<file path="config.mk">
export PLATFORM = sky130hd
export DESIGN_NAME = icache_ctrl
export DESIGN_NICKNAME = d
export VERILOG_FILES = /design/src/icache_pkg.sv /design/src/icache_ctrl.sv
export VERILOG_INCLUDE_DIRS = /design/src /design/src/src
export SDC_FILE = /design/constraint.sdc
export NUM_CORES = 1
export LEC_CHECK = 0
export BUFFER_PORTS_ARGS = -buffer_cell sky130_fd_sc_hd__buf_2
export CAP_MARGIN = 10
export CORE_AREA = 2 2 262 264
export CTS_CLUSTER_SIZE = 12
export DETAILED_ROUTE_END_ITERATION = 7
export DIE_AREA = 0 0 264 266
export GPL_TIMING_DRIVEN = 1
export PLACE_DENSITY = 0.34
export REMOVE_ABC_BUFFERS = 1
export SYNTH_ARGS = -nofsm -noshare
export SYNTH_HDL_FRONTEND = slang
export SYNTH_SLANG_ARGS = --single-unit
export TNS_END_PERCENT = 5
</file>
<file path="constraint.sdc">
create_clock -name clk -period 5.34 [get_ports clk]
set_input_delay 1.068 -clock clk [delete_from_list [all_inputs] [get_ports clk]]
set_output_delay 1.068 -clock clk [all_outputs]
set_load 0.05 [all_outputs]
</file>
<file path="src/icache_defines.svh">
`ifndef ICACHE_DEFINES_SVH
`define ICACHE_DEFINES_SVH

// ============================================================
// cache geometry
// ============================================================

// two ways only, the replacement state is one bit per set
`define ICACHE_WAY_NUM    2
`define ICACHE_SET_NUM    16
`define ICACHE_LINE_WORDS 4

`define ADDR_W            32

// ============================================================
// axi read channel codes
// ============================================================

`define AXI_BURST_INCR    2'b01
`define AXI_SIZE_WORD     3'b010

`endif
</file>
<file path="src/icache_pkg.sv">
`include "icache_defines.svh"

package icache_pkg;

  // address split, byte offset at the bottom
  localparam int BYTE_W = 2;
  localparam int OFS_W  = $clog2(`ICACHE_LINE_WORDS);
  localparam int IDX_W  = $clog2(`ICACHE_SET_NUM);
  localparam int TAG_W  = `ADDR_W - IDX_W - OFS_W - BYTE_W;
  localparam int WAY_W  = $clog2(`ICACHE_WAY_NUM);

  typedef logic [`ADDR_W-1:0] addr_t;
  typedef logic [31:0]        instr_t;
  typedef logic [IDX_W-1:0]   idx_t;
  typedef logic [TAG_W-1:0]   tag_t;
  typedef logic [OFS_W-1:0]   ofs_t;
  typedef logic [WAY_W-1:0]   way_t;
  typedef instr_t [`ICACHE_LINE_WORDS-1:0] line_t;

  typedef struct packed {
    logic  valid;
    addr_t pc;
  } fetch_req_t;

  typedef struct packed {
    logic   valid;
    addr_t  pc;
    instr_t instr;
    logic   adef;
  } fetch_rsp_t;

  // index invalidate of one way
  typedef struct packed {
    logic valid;
    idx_t idx;
    way_t way;
  } inv_req_t;

  typedef struct packed {
    logic       valid;
    addr_t      addr;
    logic [7:0] len;
    logic [2:0] size;
    logic [1:0] burst;
  } axi_ar_t;

  typedef struct packed {
    logic   valid;
    instr_t data;
    logic   last;
  } axi_r_t;

  typedef enum logic [1:0] {
    IDLE,
    MISS,
    REFILL,
    DONE
  } cache_state_e;

  function automatic idx_t idx_of(addr_t a);
    return a[BYTE_W+OFS_W +: IDX_W];
  endfunction

  function automatic tag_t tag_of(addr_t a);
    return a[`ADDR_W-1 -: TAG_W];
  endfunction

  function automatic ofs_t ofs_of(addr_t a);
    return a[BYTE_W +: OFS_W];
  endfunction

endpackage

</file>
<file path="src/icache_ctrl.sv">
`timescale 1ns/1ps
`include "icache_defines.svh"

module icache_ctrl import icache_pkg::*; (
  input  logic                        clk,
  input  logic                        rst_n,
  input  logic                        flush_i,
  // fetch side
  input  fetch_req_t                  fetch_req_i,
  input  inv_req_t                    inv_req_i,
  output logic                        req_ready_o,
  output fetch_rsp_t                  fetch_rsp_o,
  input  logic                        rsp_ready_i,
  // axi read channels
  output axi_ar_t                     ar_o,
  input  logic                        ar_ready_i,
  input  axi_r_t                      r_i,
  output logic                        r_ready_o,
  // array ports
  output idx_t                        raddr_o,
  output idx_t                        waddr_o,
  output logic [`ICACHE_WAY_NUM-1:0]  tag_we_o,
  output logic [`ICACHE_WAY_NUM-1:0]  valid_we_o,
  output logic [`ICACHE_WAY_NUM-1:0]  data_we_o,
  output tag_t                        tag_wdata_o,
  output logic                        valid_wdata_o,
  output line_t                       data_wdata_o,
  output logic                        plru_we_o,
  output way_t                        plru_wdata_o,
  input  tag_t  [`ICACHE_WAY_NUM-1:0] tag_rdata_i,
  input  logic  [`ICACHE_WAY_NUM-1:0] valid_rdata_i,
  input  line_t [`ICACHE_WAY_NUM-1:0] data_rdata_i,
  input  way_t                        plru_rdata_i
);

  cache_state_e state_q;

  logic  s1_fetch_q;
  logic  s1_inv_q;
  logic  s1_adef_q;
  addr_t s1_pc_q;
  idx_t  s1_idx_q;
  way_t  s1_way_q;
  way_t  victim_q;
  ofs_t  beat_cnt_q;
  line_t line_buf_q;

  logic  s0_adef;
  logic  acc_inv;
  logic  acc_fetch;
  logic  s1_ready;
  logic  rsp_fire;
  logic  refill_we;
  logic  hit;
  way_t  hit_way;
  line_t hit_line;
  logic [`ICACHE_WAY_NUM-1:0] hit_vec;

  // ============================================================
  // stage 0
  // ============================================================

  assign s0_adef = |fetch_req_i.pc[BYTE_W-1:0];

  // invalidate wins over a fetch, nothing enters on a flush
  assign req_ready_o = s1_ready && !flush_i;
  assign acc_inv     = inv_req_i.valid && req_ready_o;
  assign acc_fetch   = fetch_req_i.valid && !inv_req_i.valid && req_ready_o;

  // hold stage 1's index while it stalls so the read data stays valid
  assign raddr_o = !s1_ready        ? s1_idx_q :
                   inv_req_i.valid ? inv_req_i.idx : idx_of(fetch_req_i.pc);

  // ============================================================
  // stage 1
  // ============================================================

  always_comb begin
    if (s1_inv_q) begin
      s1_ready = 1'b1;
    end else if (s1_fetch_q) begin
      s1_ready = rsp_fire;
    end else begin
      // empty, but a killed refill may still be draining
      s1_ready = (state_q == IDLE);
    end
  end

  always_ff @(posedge clk or negedge rst_n) begin
    if (!rst_n) begin
      s1_fetch_q <= 1'b0;
      s1_inv_q   <= 1'b0;
    end else if (flush_i) begin
      s1_fetch_q <= 1'b0;
      s1_inv_q   <= 1'b0;
    end else if (s1_ready) begin
      s1_fetch_q <= acc_fetch;
      s1_inv_q   <= acc_inv;
    end
  end

  always_ff @(posedge clk) begin
    if (s1_ready) begin
      s1_pc_q   <= fetch_req_i.pc;
      s1_adef_q <= s0_adef;
      s1_idx_q  <= inv_req_i.valid ? inv_req_i.idx : idx_of(fetch_req_i.pc);
      s1_way_q  <= inv_req_i.way;
    end
  end

  // tag match
  always_comb begin
    hit_way = '0;
    for (int w = 0; w < `ICACHE_WAY_NUM; w++) begin
      hit_vec[w] = s1_fetch_q && !s1_adef_q && valid_rdata_i[w] &&
                   (tag_rdata_i[w] == tag_of(s1_pc_q));
      if (hit_vec[w]) begin
        hit_way = way_t'(w);
      end
    end
  end

  assign hit      = |hit_vec;
  assign hit_line = data_rdata_i[hit_way];

  // misaligned pc answers at once with adef and a zero word
  always_comb begin
    fetch_rsp_o.valid = s1_fetch_q && (s1_adef_q || hit);
    fetch_rsp_o.pc    = s1_pc_q;
    fetch_rsp_o.adef  = s1_adef_q;
    fetch_rsp_o.instr = s1_adef_q ? '0 : hit_line[ofs_of(s1_pc_q)];
  end

  assign rsp_fire = fetch_rsp_o.valid && rsp_ready_i;

  // ============================================================
  // refill fsm
  // ============================================================

  always_ff @(posedge clk or negedge rst_n) begin
    if (!rst_n) begin
      state_q    <= IDLE;
      victim_q   <= '0;
      beat_cnt_q <= '0;
    end else begin
      case (state_q)
        IDLE: begin
          if (s1_fetch_q && !s1_adef_q && !hit && !flush_i) begin
            state_q  <= MISS;
            victim_q <= plru_rdata_i;
          end
        end
        MISS: begin
          if (ar_ready_i) begin
            state_q <= REFILL;
          end
        end
        REFILL: begin
          if (r_i.valid && r_i.last) begin
            state_q <= DONE;
          end
        end
        // arrays written and reread here, hit path answers next cycle
        DONE: state_q <= IDLE;
        default: state_q <= IDLE;
      endcase

      if (state_q != REFILL) begin
        beat_cnt_q <= '0;
      end else if (r_i.valid) begin
        beat_cnt_q <= beat_cnt_q + 1'b1;
      end
    end
  end

  always_ff @(posedge clk) begin
    if (state_q == REFILL && r_i.valid) begin
      line_buf_q[beat_cnt_q] <= r_i.data;
    end
  end

  always_comb begin
    ar_o.valid = (state_q == MISS);
    ar_o.addr  = {s1_pc_q[`ADDR_W-1:OFS_W+BYTE_W], {(OFS_W + BYTE_W){1'b0}}};
    ar_o.len   = 8'(`ICACHE_LINE_WORDS - 1);
    ar_o.size  = `AXI_SIZE_WORD;
    ar_o.burst = `AXI_BURST_INCR;
  end

  assign r_ready_o = (state_q == REFILL);

  // ============================================================
  // array writes
  // ============================================================

  // a flushed fetch drains its burst but never fills the line
  assign refill_we = (state_q == DONE) && s1_fetch_q && !flush_i;

  always_comb begin
    for (int w = 0; w < `ICACHE_WAY_NUM; w++) begin
      tag_we_o[w]   = refill_we && (victim_q == way_t'(w));
      data_we_o[w]  = refill_we && (victim_q == way_t'(w));
      valid_we_o[w] = (refill_we && (victim_q == way_t'(w))) ||
                      (s1_inv_q && (s1_way_q == way_t'(w)));
    end
  end

  assign waddr_o       = s1_idx_q;
  assign tag_wdata_o   = tag_of(s1_pc_q);
  assign valid_wdata_o = !s1_inv_q;
  assign data_wdata_o  = line_buf_q;

  // point the victim away from the way that just hit
  assign plru_we_o    = rsp_fire && !s1_adef_q;
  assign plru_wdata_o = ~hit_way;

  a_ar_hold: assert property (@(posedge clk) disable iff (!rst_n)
    ar_o.valid && !ar_ready_i |=> ar_o.valid && $stable(ar_o.addr))
    else $error("ar valid dropped before ready");

  a_hit_onehot: assert property (@(posedge clk) disable iff (!rst_n)
    $onehot0(hit_vec))
    else $error("line present in more than one way");

  a_no_rsp_in_refill: assert property (@(posedge clk) disable iff (!rst_n)
    (state_q inside {MISS, REFILL}) |-> !fetch_rsp_o.valid)
    else $error("response raised during refill");

endmodule

</file>
==> run summary, run 1 <==
Fmax: 210.1 MHz
Clk root buf: clkbuf_16
Critical path endpoint category: output port
Area share of the largest cell type after synthesis: 52.81%
Synth top cells by count: edfxtp_1, buf_4, nand3_1
Initial Utilization: 13.60%
H-tree Lvls: 4
Critical Path Start Type: input port
Post-Syn Area: 9211 um2
Reg2reg setup slack: 2.51 ns
Area leader, netlist: edfxtp_1
Net Sw Power: 3.315 mW
Iter 0 DRT Violations: 525
Core Region: 67,750 um2
Worst setup margin: 0.5804 ns
Post-route insts no fill: 2,194
Mapped Avg Cell Area: 12.97 um2
Sequential power share: 30.0%
Placed cells: 2,161
Post-synth EDFFs: 162
Die W: 264 um
Clk pin slew, worst setup/hold paths: 0.08 ns
Comb power frac: 50.3%
Fillers: 7,540
Worst VDD drop: 0.4609 mV
CTS Buf Count: 17
Largest net degree at the start of global routing: 35
First-pass DRT Iterations: 5
WL final: 47,380 um
Outcome: complete, no violations
Layout net count: 1,691
Yosys warns: 0
DRC viols: 0
Pins Over Slew Limit: 0
First-pass GRT wire length: 64,420 um
Critical Path AT: 3.69 ns
Most common cell in the netlist: edfxtp_1
Worst slew margin: 32.24%
Synth Register Bits: 173
Hold WC Path Type: input port to async pin
Total track usage: 12.82%
# hold bufs at CTS: 0
Final Skew: 0.006818 ns
Post-synth top flop: edfxtp_1
Synth-to-Final Area Change: 48.93%
Ys async rst share: 4.046%
Place WS: 0.5148 ns
Skew-Pair Late Insertion Delay: 0.46 ns
Worst path cell trace: buf_2 -> xor2_1 -> nor4_2 -> nand4_2 -> nor2_8 -> buf_12 -> mux4_2 -> o211a_1 -> buf_2
CP max FO: 15
GRT overflow: 0
Net Sw Frac: 50.78%
Minimum clock period: 4.760 ns
Most frequent CP cell: buf_2
Area of the multi-input gates: 3354 um2
I/O pins: 668
GP Congestion: 0.8599
Clk buf depth: 2
Max-Cap Viols: 0
Post-CTS Resized: 0
Clock power share: 19.7%
Register area: 5120 um2
Clk sink count: 173
Worst-Margin Slew: 1.016 ns
Vias per Instance: 3.902
Synth Instances: 710
P_leak: 5.938 nW
Final Hold Fails: 0
Area contributors post-synth: edfxtp_1, mux4_2, buf_4
Slowest CP cell: mux4_2
Register area share after synthesis: 55.58%
Antenna Nets Post-Route: 0
Final core occ: 20.25%
Max stage delay on crit path: 0.57 ns
DIE HEIGHT: 266 um
CTS tree: built
Int Power: 3.213 mW
RSZ-0062 raised after global routing: no
Setup bufs post-CTS: 0
Synth cell types: 49
Crit share post-route: 89.13%
Number of port buffers: 650
Routed wire per std cell: 21.60 um
Die ar.: 70,220 um2
Hold_ws: 0.4336 ns
Initial antenna violation count: 9
Placed wire-length estimate: 38,390 um
Vias in the first global route: 8,610
Req. time, crit path: 4.27 ns
Count of final setup violators: 0
Power density cells: 475.8 nW/um2
Vias after detailed routing: 8,561
FP Rows: 96
Crit Path Class: input port to output port
Share of cells above drive strength 1: 58.28%
critical path, delay by kind of cell:
family                    cells  cell delay, ns
and+or+nand+nor               3            1.02
muxes                         1            0.57
buffers and inverters         3            0.56
AOI/OAI and AO/OA             1            0.23
xor gates and xnor gates      1            0.20
cell type report:
type                       count  share of cell area [%]
sequential                   173                   37.32
multi-input combinational    417                   24.45
clock inverter                15                   1.250
timing repair buffer         673                   25.36
antenna                        1                 0.01824
tap                          882                   8.044
inverter                      16                  0.4560
clock buffer                  17                   3.101
cells by family after synthesis:
logic type                 Yosys count  synth area share (%)
DFF                                173                 55.58
and+or+nand+nor                    156                 9.115
AOI/OAI and AO/OA                  144                 11.63
buffers and inverters              135                 8.720
xor gates and xnor gates            50                 4.754
muxes                               42                 9.033
adders and majority gates            8                 1.087
other                                2               0.08153
power groups by stage:
stage               clock network, mW  registers [mW]  logic, mW
detailed placement                  0            1.99       3.29
floorplan                           0            3.06       1.18
finish                           1.28            1.96       3.28
global route                     1.39            1.99       3.44
global placement                    0            1.99       3.31
CTS                              1.36            1.97       3.31
final timing paths:
check / from / to / cells past startpoint
max: tag_rdata_i[47] / fetch_rsp_o[20] / 9
min: rst_n / s1_fetch_q / 1
max reg2reg: s1_pc_q[20] / s1_pc_q[2] / 8
min reg2reg: waddr_o[2] / waddr_o[2] / 1
max in group asynchronous: rst_n / state_q[1] / 1
min in group clk: waddr_o[2] / waddr_o[2] / 1
metrics by stage:
stage / TNS [ns] / power [mW] / instance area, um2
2_1_floorplan: -0.4799 / 4.242 / 8527
3_3_place_gp: 0 / 5.306 / 13120
3_5_place_dp: 0 / 5.285 / 13120
4_1_cts: 0 / 6.630 / 13720
5_1_grt: 0 / 6.822 / 13720
6_report: 0 / 6.527 / 13720
metal layers:
metal / up-vias / global-route usage (%) / wire length, um
met4: 6 / 4.146 / 946
met5: - / 0 / 34
met1: 4268 / 15.26 / 19060
met3: 46 / 3.845 / 3432
li1: 3843 / - / -
met2: 398 / 22.05 / 23920
flip-flops by register name, indices dropped and copies added (netlist names):
name / count
s1_fetch_q: 1
s1_inv_q: 1
waddr_o: 4
s1_adef_q: 1
victim_q: 1
s1_pc_q: 32
state_q: 2
beat_cnt_q: 2
s1_way_q: 1
data_wdata_o: 128
placed cells by master (no fill, tap or decap), types with 20 or more instances in the layout:
master,netlist,routed
buf_2,1,649
edfxtp_1,162,162
nand3_1,68,68
o21ai_0,65,65
nor2_1,41,40
mux4_2,32,32
o311a_1,31,31
o211a_1,31,31
xor2_1,28,28
xnor2_1,22,22
buf_4,72,20
No activity file was read; power rests on OpenSTA's default activity.
==> run 2, diff against run 1 <==
--- a/config.mk
+++ b/config.mk
@@ -8,10 +8,10 @@
 export LEC_CHECK = 0
 export BUFFER_PORTS_ARGS = -buffer_cell sky130_fd_sc_hd__buf_2
 export CAP_MARGIN = 10
-export CORE_AREA = 2 2 262 264
+export CORE_AREA = 2 2 259 261
 export CTS_CLUSTER_SIZE = 12
 export DETAILED_ROUTE_END_ITERATION = 7
-export DIE_AREA = 0 0 264 266
+export DIE_AREA = 0 0 261 263
 export GPL_TIMING_DRIVEN = 1
 export PLACE_DENSITY = 0.34
 export REMOVE_ABC_BUFFERS = 1
==> constraint.sdc (replaced) <==
create_clock -name clk -period 4.8 [get_ports clk]
set_input_delay 0.96 -clock clk [delete_from_list [all_inputs] [get_ports clk]]
set_output_delay 0.96 -clock clk [all_outputs]
set_load 0.05 [all_outputs]
==> run 2 against run 1 <==
  * First-iteration DRC count decreased by 0.38%
  * Core utilization increased by 0.59 points
  * Sequential power increased by 10%
  * Combinational power increased by 11%
  * Final cell count decreased by 0.77%
  * Total power increased by 9.5%
  * Cell area decreased by 0.30%
  * Highest routed layer unchanged
==> run summary, run 2 (synthesis results as in run 1) <==
Max-Cap Viols: 0
RSZ-0062 raised after global routing: no
Minimum clock period: 4.421 ns
FP Rows: 94
Pins Over Slew Limit: 0
GP Congestion: 0.8364
CTS Buf Count: 17
Critical Path Start Type: flop
Req. time, crit path: 3.84 ns
Post-route insts no fill: 2,177
Place WS: 0.3904 ns
Clock power share: 19.0%
Die W: 261 um
Int Power: 3.506 mW
I/O pins: 668
Commonest non-fill, non-tap cell in the layout: buf_2
CP max FO: 27
CTS tree: built
Critical path endpoint category: output port
Power density cells: 522.7 nW/um2
Sequential power share: 30.2%
Vias per Instance: 3.907
Clk sink count: 173
Max stage delay on crit path: 0.55 ns
Initial antenna violation count: 10
Worst slew margin: 21.96%
Placed cells: 2,141
DIE HEIGHT: 263 um
Top sig layer: met5
Net Sw Power: 3.643 mW
Final Skew: 0.009249 ns
Crit share post-route: 92.10%
Net Sw Frac: 50.96%
Setup bufs post-CTS: 0
WL met2: 23,760 um
M1 WL: 17,740 um
# hold bufs at CTS: 0
H-tree Lvls: 4
Reg2reg end: s1_pc_q[18]
Die ar.: 68,640 um2
Initial Utilization: 14.04%
Hold WC Path Type: input port to async pin
Layout net count: 1,689
First-pass GRT wire length: 62,910 um
Total track usage: 12.75%
Clk buf depth: 2
DRC viols: 0
Fillers: 7,299
GRT overflow: 0
Power, Total: 7.149 mW
Placed wire-length estimate: 37,180 um
Synth-to-Final Area Change: 48.48%
R2R depth: 7
Share of cells above drive strength 1: 58.14%
Comb power frac: 50.8%
Skew-Pair Late Insertion Delay: 0.47 ns
Fmax: 226.2 MHz
Crit Path Class: flop to output port
Final Hold Fails: 0
Worst setup margin: 0.3792 ns
Vias after detailed routing: 8,506
Slowest CP cell: edfxtp_1
Outcome: complete, no violations
Largest net degree at the start of global routing: 35
Post-CTS Resized: 0
First-pass DRT Iterations: 4
Count of final setup violators: 0
Number of port buffers: 650
Antenna Nets Post-Route: 0
P_leak: 5.922 nW
Clk pin slew, worst setup/hold paths: 0.07 ns
Met3 WL: 3433 um
Max reg flops: 128
Worst path cell trace: xor2_1 -> nor4_2 -> nand4_2 -> nor2_8 -> buf_12 -> mux4_2 -> o211a_1 -> buf_2
Routed wire per std cell: 21.00 um
Reg2reg setup slack: 1.71 ns
Critical Path AT: 3.46 ns
Core Region: 65,630 um2
Most frequent cells in the layout: buf_2, edfxtp_1, nand3_1, o21ai_0, nor2_1
WL final: 45,710 um
Vias in the first global route: 8,792
Origin of the critical flop-to-flop path: s1_pc_q[22]
Worst VDD drop: 0.4923 mV
Iter 0 DRT Violations: 523
Clk root buf: clkbuf_16
Worst-Margin Slew: 1.169 ns
## run 2: cell types whose count changed in the layout (fill, tap and decap cells not counted)
cell,change
inv_8,-1
diode_2,+3
buf_4,-4
bufinv_16,-1
buf_12,+1
clkinv_1,+1
clkinv_8,+1
buf_2,+1
## run 2: critical path: cells and delay by family, from the launching register on
kind	cells	cell delay [ns]
AO/OA/AOI/OAI	1	0.27
buffers and inverters	2	0.49
XOR/XNOR	1	0.24
multiplexers	1	0.54
AND/OR/NAND/NOR	3	0.86
flip-flops	1	0.55
## run 2: area by class of cell
cell class                 count  area [um2]  area share (%)
timing repair buffer         671        3473           25.40
inverter                      16       62.56          0.4574
clock inverter                15       150.1           1.098
tap                          864        1081           7.904
antenna                        4       10.01         0.07319
clock buffer                  17       425.4           3.110
multi-input combinational    417        3354           24.53
sequential                   173        5120           37.43
## run 2: worst max-delay path by stage
stage	start	cells after the start	to	slack, ns
6_report	s1_pc_q[21]	8	fetch_rsp_o[19]	0.38
3_3_place_gp	tag_rdata_i[43]	9	fetch_rsp_o[19]	0.40
2_1_floorplan	s1_pc_q[25]	7	fetch_rsp_o[31]	-0.91
3_5_place_dp	tag_rdata_i[41]	9	fetch_rsp_o[19]	0.39
5_1_grt	s1_pc_q[21]	8	fetch_rsp_o[19]	0.15
4_1_cts	s1_pc_q[21]	8	fetch_rsp_o[19]	0.30
## run 2: metal layers
layer	vias up	GRT usage [%]
met5	-	0
met4	8	3.747
met3	42	3.996
met2	367	22.87
met1	4259	14.32
li1	3830	-
## run 2: power groups by stage
| stage | combinational (mW) | sequential (mW) | clock [mW] |
|---|---|---|---|
| finish | 3.63 | 2.16 | 1.36 |
| global placement | 3.67 | 2.20 | 0 |
| global route | 3.81 | 2.19 | 1.48 |
| floorplan | 1.31 | 3.41 | 0 |
| detailed placement | 3.65 | 2.19 | 0 |
| CTS | 3.67 | 2.16 | 1.44 |
## run 2: metrics by stage
| step | util, % | hold WS (ns) | TNS [ns] | area, um2 |
|---|---|---|---|---|
| floorplan | - | 0.5020 | -8.110 | 8527 |
| detailed placement | 19.95 | 0.4839 | 0 | 13090 |
| global route | 20.84 | 0.3021 | 0 | 13680 |
| finish | 20.84 | 0.3349 | 0 | 13680 |
| CTS | 20.82 | 0.2798 | 0 | 13670 |
| global placement | 19.95 | 0.4844 | 0 | 13090 |
